**src/rtl/gmem_pkg.sv**
```systemverilog
`default_nettype none

package gmem_pkg;

   localparam int DATA_W       = 32;
   localparam int BE_W         = DATA_W / 8;
   localparam int LINE_WORDS   = 4;
   localparam int LINE_WORDS_W = 2;
   localparam int LINE_ADDR_W  = 6;
   localparam int WORD_ADDR_W  = LINE_ADDR_W + LINE_WORDS_W;
   localparam int LINE_BE_W    = LINE_WORDS * BE_W;
   localparam int N_LINES      = 2 ** LINE_ADDR_W;
   localparam int N_RCV        = 4;
   localparam int N_RCV_W      = 2;
   localparam int RCV_HALF     = N_RCV / 2;
   localparam int PRI_W        = 3;
   localparam int PRI_CLASS_W  = 2;

   typedef logic [LINE_WORDS*DATA_W-1:0] line_t;

   typedef struct packed {
      logic                   rnw;
      logic [BE_W-1:0]        be;
      logic [WORD_ADDR_W-1:0] addr;
      logic [DATA_W-1:0]      wdata;
   } cu_req_t;

   typedef struct packed {
      logic [LINE_ADDR_W-1:0] line_addr;
      line_t                  data;
   } rd_resp_t;

   typedef struct packed {
      logic [WORD_ADDR_W-1:0] addr;
      logic [BE_W-1:0]        be;
      logic [DATA_W-1:0]      wdata;
      logic [PRI_W-1:0]       pri;
   } rcv_entry_t;

   typedef enum logic [2:0] {
      idle,
      read_line,
      req_write,
      wait_merge,
      write_line
   } rcv_state_e;

   typedef struct packed {
      logic [LINE_ADDR_W-1:0] line_addr;
      logic [LINE_BE_W-1:0]   be;
      line_t                  data;
   } line_wr_t;

   typedef struct packed {
      logic               found;
      logic [N_RCV_W-1:0] idx;
   } pick_t;

   // highest priority class first, highest index inside a class
   function automatic pick_t pick_rcv(input logic [N_RCV-1:0] want,
                                      input rcv_entry_t [N_RCV-1:0] ent);
      pick_t                  p;
      logic [PRI_CLASS_W-1:0] best;
      p    = '0;
      best = '0;
      for (int i = 0; i < N_RCV; i++) begin
         if (want[i] && (!p.found || ent[i].pri[PRI_W-1 -: PRI_CLASS_W] >= best)) begin
            p.found = 1'b1;
            p.idx   = N_RCV_W'(i);
            best    = ent[i].pri[PRI_W-1 -: PRI_CLASS_W];
         end
      end
      return p;
   endfunction

endpackage

`default_nettype wire

```
**src/rtl/write_merge.sv**
```systemverilog
`default_nettype none

module write_merge import gmem_pkg::*; (
   input  wire logic             clk,
   input  wire logic             nrst,
   input  wire rcv_entry_t [N_RCV-1:0] rcv_entry_i,
   input  wire logic [N_RCV-1:0] want_write_i,
   input  wire logic [N_RCV-1:0] pend_data_i,
   input  wire logic             wr_stall_i,
   output logic      [N_RCV-1:0] in_pipe_o,
   output logic      [N_RCV-1:0] will_write_o,
   output logic      [N_RCV-1:0] will_write_d_o,
   output line_wr_t              wr_line_o,
   output logic                  wr_valid_o
);

   logic [3:0]                          v_q;
   logic [3:0]                          ld;
   pick_t                               wr_pick;
   logic [N_RCV_W-1:0]                  s0_idx;
   logic [LINE_ADDR_W-1:0]              s0_line;
   logic [LINE_ADDR_W-1:0]              s1_line;
   logic [LINE_ADDR_W-1:0]              s2_line;
   logic [N_RCV-1:0]                    match_n;
   logic [N_RCV-1:0]                    match_q;
   logic [LINE_BE_W-1:0][N_RCV_W-1:0]   own_n;
   logic [LINE_BE_W-1:0][N_RCV_W-1:0]   own_q;
   logic [LINE_BE_W-1:0]                be_n;
   logic [LINE_BE_W-1:0]                be_q;
   logic [N_RCV-1:0]                    ww_n;
   logic [N_RCV-1:0]                    ww_q;
   logic [N_RCV-1:0]                    ww_d_q;
   line_wr_t                            wr_line_q;

   // a stage moves when the stall is off or some later stage is empty
   always_comb begin
      ld[3] = !wr_stall_i;
      ld[2] = ld[3] || !v_q[2];
      ld[1] = ld[2] || !v_q[1];
      ld[0] = ld[1] || !v_q[0];
   end

   // stage 0: writer select
   always_comb begin
      wr_pick   = pick_rcv(want_write_i, rcv_entry_i);
      in_pipe_o = '0;
      if (wr_pick.found && ld[0]) begin
         in_pipe_o[wr_pick.idx] = 1'b1;
      end
   end

   // stage 1: receivers with pending data to the same line
   always_comb begin
      s0_line = rcv_entry_i[s0_idx].addr[WORD_ADDR_W-1 -: LINE_ADDR_W];
      for (int i = 0; i < N_RCV; i++) begin
         match_n[i] = v_q[0] && pend_data_i[i] &&
                      (rcv_entry_i[i].addr[WORD_ADDR_W-1 -: LINE_ADDR_W] == s0_line);
      end
   end

   // stage 2: byte owners, highest index wins a shared byte
   always_comb begin
      own_n = '0;
      be_n  = '0;
      ww_n  = '0;
      if (v_q[1]) begin
         for (int j = 0; j < LINE_WORDS; j++) begin
            for (int k = 0; k < BE_W; k++) begin
               for (int i = 0; i < N_RCV; i++) begin
                  if (match_q[i] && pend_data_i[i] && rcv_entry_i[i].be[k] &&
                      rcv_entry_i[i].addr[WORD_ADDR_W-1 -: LINE_ADDR_W] == s1_line &&
                      rcv_entry_i[i].addr[LINE_WORDS_W-1:0] == LINE_WORDS_W'(j)) begin
                     own_n[j*BE_W+k] = N_RCV_W'(i);
                     be_n[j*BE_W+k]  = 1'b1;
                     ww_n[i]         = 1'b1;
                  end
               end
            end
         end
      end
   end

   always_ff @(posedge clk) begin
      if (nrst) begin
         v_q    <= '0;
         ww_q   <= '0;
         ww_d_q <= '0;
      end else begin
         if (ld[0]) begin
            v_q[0] <= wr_pick.found;
         end
         if (ld[1]) begin
            v_q[1] <= v_q[0];
         end
         if (ld[2]) begin
            v_q[2] <= v_q[1];
            ww_q   <= ww_n;
         end
         if (ld[3]) begin
            v_q[3] <= v_q[2];
            ww_d_q <= ww_q;
         end
      end
   end

   always_ff @(posedge clk) begin
      if (ld[0]) begin
         s0_idx <= wr_pick.idx;
      end
      if (ld[1]) begin
         s1_line <= s0_line;
         match_q <= match_n;
      end
      if (ld[2]) begin
         s2_line <= s1_line;
         own_q   <= own_n;
         be_q    <= be_n;
      end
      // stage 3: line data and byte enables
      if (ld[3]) begin
         wr_line_q.line_addr <= s2_line;
         wr_line_q.be        <= be_q;
         for (int j = 0; j < LINE_WORDS; j++) begin
            for (int k = 0; k < BE_W; k++) begin
               wr_line_q.data[(j*BE_W+k)*8 +: 8] <=
                  rcv_entry_i[own_q[j*BE_W+k]].wdata[k*8 +: 8];
            end
         end
      end
   end

   assign will_write_o   = ww_q;
   assign will_write_d_o = ww_d_q;
   assign wr_line_o      = wr_line_q;
   assign wr_valid_o     = v_q[3];

endmodule

`default_nettype wire

```
**config.mk**
```make
export PLATFORM = sky130hd
export DESIGN_NAME = write_merge
export DESIGN_NICKNAME = d
export VERILOG_FILES = /design/src/rtl/gmem_pkg.sv /design/src/rtl/write_merge.sv
export SDC_FILE = /design/constraint.sdc
export NUM_CORES = 1
export LEC_CHECK = 0
export BUFFER_PORTS_ARGS = -buffer_cell sky130_fd_sc_hd__buf_2
export CELL_PAD_IN_SITES_DETAIL_PLACEMENT = 2
export CELL_PAD_IN_SITES_GLOBAL_PLACEMENT = 2
export CORE_MARGIN = 3
export CORE_UTILIZATION = 36
export DETAILED_ROUTE_END_ITERATION = 10
export MAX_ROUTING_LAYER = met4
export PLACE_DENSITY = 0.79
export SLEW_MARGIN = 20
export SYNTH_ARGS = -nofsm -noshare
export SYNTH_HDL_FRONTEND = slang
export SYNTH_SLANG_ARGS = --single-unit
```
**constraint.sdc**
```tcl
create_clock -name clk -period 5.13 [get_ports clk]
set_input_delay 0.7695 -clock clk [delete_from_list [all_inputs] [get_ports clk]]
set_output_delay 0.7695 -clock clk [all_outputs]
set_load 0.05 [all_outputs]
```
==> run_summary.xml <==
<?xml version="1.0" encoding="UTF-8"?>
<metrics>
  <group name="setup_path">
    <metric name="critical_path.reg2reg.startpoint" unit="">s1_line[0]</metric>
    <metric name="timing.critical_path.from_type" unit="">input port</metric>
    <metric name="path_max_fanout" unit="">5</metric>
    <metric name="reg2reg_slack" unit="ps">2400</metric>
    <metric name="critical_path.reg2reg.endpoint" unit="">be_q[13]</metric>
    <metric name="worst_r2r_path_depth" unit="">5</metric>
    <metric name="worstSetupEndpointType" unit="">primary output</metric>
    <metric name="setup.worst_path.start" unit="">want_write_i[0]</metric>
    <metric name="critical_path_arrival" unit="ps">4180</metric>
    <metric name="critPathKind" unit="">input port to primary output</metric>
    <metric name="required" unit="ps">4360</metric>
  </group>
  <group name="clocking">
    <metric name="cts_htree_levels" unit="">1</metric>
    <metric name="cts_buffer_depth" unit="">3</metric>
    <metric name="clock_tree.root_cell" unit="">sky130_fd_sc_hd__clkbuf_16</metric>
    <metric name="clock_insertion_delay_worst_skew" unit="ps">530</metric>
    <metric name="cts_tree" unit="">yes</metric>
    <metric name="postCtsHoldBufs" unit="">0</metric>
    <metric name="clk_transition_reported_paths" unit="ps">60</metric>
    <metric name="numClockSinks" unit="">228</metric>
    <metric name="numCtsBuffers" unit="">27</metric>
    <metric name="postCtsSetupRepairBufs" unit="">0</metric>
  </group>
  <group name="finish">
    <metric name="layout-area-overhead-vs-synth" unit="%">26.1</metric>
    <metric name="final_util" unit="%">46.1</metric>
    <metric name="drive_above_1_share" unit="%">50.5</metric>
    <metric name="mostFrequentLayoutCells" unit="">354 x sky130_fd_sc_hd__buf_2, 216 x sky130_fd_sc_hd__edfxtp_1, 131 x sky130_fd_sc_hd__mux4_2</metric>
    <metric name="final.fill_count" unit="">3312</metric>
    <metric name="leading_cell_type_in_the_layout_fill_and_taps_excluded" unit="">sky130_fd_sc_hd__buf_2</metric>
    <metric name="final_stage_net_count" unit="">1295</metric>
  </group>
  <group name="global_routing">
    <metric name="number_of_antenna_violations_at_the_first_check_in_global_routing" unit="">16</metric>
    <metric name="gr-usage-all-layers" unit="%">21.8</metric>
    <metric name="grt_pass1_vias" unit="">9350</metric>
    <metric name="grt_first_pass_wirelength" unit="um">58000</metric>
    <metric name="pin_count_of_the_biggest_net_entering_global_routing" unit="">112</metric>
    <metric name="gr-total-overflow" unit="">0</metric>
    <metric name="grt_util_met1" unit="%">25.3</metric>
    <metric name="grt.busiest_layer" unit="">met2</metric>
    <metric name="use_met3" unit="%">5.68</metric>
    <metric name="met2_track_utilization_from_global_routing" unit="%">37.7</metric>
  </group>
  <group name="power_and_ir_drop">
    <metric name="swShare" unit="%">28.7</metric>
    <metric name="power.leakage" unit="nW">5.79</metric>
    <metric name="post-layout-total-power" unit="mW">5.26</metric>
    <metric name="power_report.internal_total" unit="mW">3.75</metric>
    <metric name="net-switching-power" unit="mW">1.51</metric>
    <metric name="share_seq_of_total_power" unit="%">43.6</metric>
    <metric name="power.share.clock" unit="%">37.4</metric>
    <metric name="vdd.ir_drop.worst" unit="uV">197</metric>
    <metric name="power-per-cell-area" unit="nW/um^2">340</metric>
    <metric name="p_comb_share" unit="%">19.0</metric>
  </group>
  <group name="outcome">
    <metric name="status" unit="">finished clean</metric>
  </group>
  <group name="sta">
    <metric name="worstMarginPinSlew" unit="ps">1100</metric>
    <metric name="worst_hold_check_slack" unit="ps">413</metric>
    <metric name="setup_viol_count_final" unit="">0</metric>
    <metric name="timing.fmax" unit="MHz">202</metric>
    <metric name="timing.final.crit_share" unit="%">96.5</metric>
    <metric name="report.final.slew_viol_count" unit="">0</metric>
    <metric name="report.final.hold_viol_count" unit="">0</metric>
    <metric name="clock_tree_skew_after_final_layout" unit="ps">19.9</metric>
    <metric name="final_period_minus_worst_setup_slack" unit="ps">4950</metric>
    <metric name="slew_headroom" unit="%">26.2</metric>
  </group>
  <group name="floorplanning">
    <metric name="die_h" unit="um">191</metric>
    <metric name="die_area" unit="sq um">36400</metric>
    <metric name="number_of_rows_created_at_floorplan" unit="">67</metric>
    <metric name="io_pins" unit="">362</metric>
    <metric name="initial_cell_density_of_the_core" unit="%">36.6</metric>
    <metric name="design.core.area" unit="sq um">33600</metric>
    <metric name="floorplan.die.width" unit="um">191</metric>
  </group>
  <group name="yosys">
    <metric name="synthFlopType" unit="">sky130_fd_sc_hd__edfxtp_1</metric>
    <metric name="syn_area" unit="sq um">12300</metric>
    <metric name="syn_inst" unit="">758</metric>
    <metric name="yosys_warnings" unit="">0</metric>
    <metric name="yosysSeqAreaShare" unit="%">54.7</metric>
    <metric name="synth.ff_latch_count" unit="">228</metric>
    <metric name="syn-num-nets" unit="">963</metric>
    <metric name="unique_masters_post_synth" unit="">52</metric>
    <metric name="synth-edff-count" unit="">216</metric>
    <metric name="asyncSetResetFlopFracSynth" unit="%">0</metric>
    <metric name="synth_area_per_cell" unit="sq um">16.2</metric>
  </group>
  <group name="hold_path">
    <metric name="min-delay-path-class" unit="">flop to flop</metric>
    <metric name="worstHoldPathCells" unit="">0</metric>
    <metric name="holdCritStartpoint" unit="">s2_line[3]</metric>
    <metric name="min_delay_worst_endpoint" unit="">wr_line_o[147]</metric>
  </group>
  <group name="placement">
    <metric name="globalplace.congestion" unit="">0.834</metric>
    <metric name="hpwlAfterDp" unit="um">30500</metric>
    <metric name="io_buffers" unit="">357</metric>
  </group>
  <group name="route">
    <metric name="detail_route.wl_per_cell" unit="um">25.5</metric>
    <metric name="viasPerCell" unit="">5.54</metric>
    <metric name="dr.first_iter.drc_count" unit="">405</metric>
    <metric name="vias" unit="">8722</metric>
    <metric name="drt_pass1_iterations" unit="">4</metric>
    <metric name="totalWireLength" unit="um">40100</metric>
    <metric name="antenna_left" unit="">0</metric>
    <metric name="drc" unit="">0</metric>
  </group>
  <group name="run">
    <metric name="maxCapViolations" unit="">0</metric>
  </group>
</metrics>
[layer usage]
layer	wire [um]	up-vias
li1	-	3854
met1	15100	4439
met2	20700	366
met3	3390	63
met4	993	0
met5	0	-
[how the worst max path moves through the flow]
stage,end,slack (ps),depth (start not counted)
5_1_grt,in_pipe_o[0],-6,18
2_1_floorplan,in_pipe_o[0],30,17
3_5_place_dp,in_pipe_o[0],-110,19
6_report,in_pipe_o[0],180,18
4_1_cts,in_pipe_o[0],20,19
3_3_place_gp,in_pipe_o[0],50,19
[what timing repair did]
action	4_1_cts	5_1_grt
hold endpoints to repair	0	0
pin swaps	0	5
resized for setup	5	9
endpoints found under the setup margin	3	4
gates cloned	0	0
[sequential cells by signal (all words and copies together), names as in the netlist]
| register | cells |
|---|---|
| own_q | 32 |
| s0_idx | 2 |
| wr_line_o | 150 |
| will_write_o | 4 |
| will_write_d_o | 4 |
| v_q | 4 |
| be_q | 16 |
| s2_line | 6 |
| match_q | 4 |
| s1_line | 6 |
[layout make-up]
type                    instances  area (sq um)  share of cell area, %
diodes                         16          40.0                  0.258
clock buffers                  30           687                   4.43
clock inverters                19           228                   1.47
inverters                      15          61.3                  0.396
multi-input cells             454          5340                   34.5
flip-flops and latches        228          6730                   43.4
well taps                     448           561                   3.62
repair buffers                364          1850                   11.9
[through the flow]
stage / setup WS, ps / area, sq um / setup TNS, ps / cells
global route: -6.16 / 15500 / -6.16 / 1574
finish: 181 / 15500 / 0 / 1574
floorplan: 32.2 / 12300 / 0 / 758
global placement: 51.7 / 14500 / 0 / 1509
CTS: 22.9 / 15400 / 0 / 1558
detailed placement: -113 / 14500 / -183 / 1509
[worst max-delay path, cell delays in order]
cell	delay, ps
sky130_fd_sc_hd__buf_2	140
sky130_fd_sc_hd__nand2_1	90
sky130_fd_sc_hd__ha_1	270
sky130_fd_sc_hd__a21boi_1	140
sky130_fd_sc_hd__o21ai_2	220
sky130_fd_sc_hd__mux2_4	350
sky130_fd_sc_hd__ha_4	220
sky130_fd_sc_hd__o21ai_2	160
sky130_fd_sc_hd__a21boi_2	100
sky130_fd_sc_hd__inv_2	70
sky130_fd_sc_hd__mux2_2	340
sky130_fd_sc_hd__ha_1	270
sky130_fd_sc_hd__nand2b_1	140
sky130_fd_sc_hd__a21o_1	190
sky130_fd_sc_hd__nand2_1	60
sky130_fd_sc_hd__nand3b_1	210
sky130_fd_sc_hd__nor3b_4	270
sky130_fd_sc_hd__buf_6	180
[power groups by stage]
stage	Clock, mW	Sequential (mW)	Combinational [mW]
6_report	1.97	2.29	1.00
5_1_grt	2.08	2.31	1.06
4_1_cts	2.01	2.30	1.00
3_5_place_dp	0	2.33	0.995
3_3_place_gp	0	2.33	0.964
2_1_floorplan	0	2.58	0.411
[cell families after synthesis]
logic type	Yosys count	share of synthesized area, %
and+or+nand+nor	155	7.56
muxes	157	26.2
AOI/OAI and AO/OA	80	4.47
DFF	228	54.7
adders and majority gates	6	0.611
xor gates and xnor gates	56	3.99
buffers and inverters	76	2.46
[cells in the mapped netlist (2+ instances only)]
| master | count | area [sq um] |
|---|---|---|
| sky130_fd_sc_hd__xor2_1 | 28 | 245 |
| sky130_fd_sc_hd__nand4_2 | 2 | 25.0 |
| sky130_fd_sc_hd__mux2_2 | 3 | 33.8 |
| sky130_fd_sc_hd__nor4_2 | 2 | 25.0 |
| sky130_fd_sc_hd__a31oi_1 | 4 | 25.0 |
| sky130_fd_sc_hd__nand3b_1 | 6 | 45.0 |
| sky130_fd_sc_hd__or2_1 | 4 | 25.0 |
| sky130_fd_sc_hd__nand2b_1 | 8 | 50.1 |
| sky130_fd_sc_hd__nor3_1 | 11 | 55.1 |
| sky130_fd_sc_hd__nor2_1 | 18 | 67.6 |
| sky130_fd_sc_hd__o22ai_1 | 19 | 119 |
| sky130_fd_sc_hd__nand2_1 | 21 | 78.8 |
| sky130_fd_sc_hd__o2111ai_1 | 5 | 43.8 |
| sky130_fd_sc_hd__and3_1 | 9 | 56.3 |
| sky130_fd_sc_hd__buf_1 | 18 | 67.6 |
| sky130_fd_sc_hd__o211ai_1 | 2 | 15.0 |
| sky130_fd_sc_hd__a21oi_1 | 11 | 55.1 |
| sky130_fd_sc_hd__nand3_1 | 18 | 90.1 |
| sky130_fd_sc_hd__xnor2_1 | 28 | 245 |
| sky130_fd_sc_hd__nor3b_1 | 2 | 15.0 |
| sky130_fd_sc_hd__and2_1 | 5 | 31.3 |
| sky130_fd_sc_hd__nor4_1 | 8 | 50.1 |
| sky130_fd_sc_hd__o21ai_0 | 15 | 75.1 |
| sky130_fd_sc_hd__or4_1 | 3 | 22.5 |
| sky130_fd_sc_hd__ha_1 | 6 | 75.1 |
| sky130_fd_sc_hd__a311o_1 | 7 | 70.1 |
| sky130_fd_sc_hd__o2bb2ai_1 | 8 | 70.1 |
| sky130_fd_sc_hd__nor4_4 | 2 | 42.5 |
| sky130_fd_sc_hd__a21o_1 | 2 | 15.0 |
| sky130_fd_sc_hd__mux4_2 | 131 | 2950 |
| sky130_fd_sc_hd__dfxtp_1 | 12 | 240 |
| sky130_fd_sc_hd__a21boi_0 | 2 | 15.0 |
| sky130_fd_sc_hd__buf_2 | 11 | 55.1 |
| sky130_fd_sc_hd__nand4_1 | 21 | 131 |
| sky130_fd_sc_hd__clkbuf_1 | 31 | 116 |
| sky130_fd_sc_hd__mux2i_1 | 23 | 230 |
| sky130_fd_sc_hd__edfxtp_1 | 216 | 6490 |
| sky130_fd_sc_hd__inv_1 | 15 | 56.3 |
| sky130_fd_sc_hd__nor2b_1 | 8 | 50.1 |
Note: power is estimated with default switching activity, not from simulation.
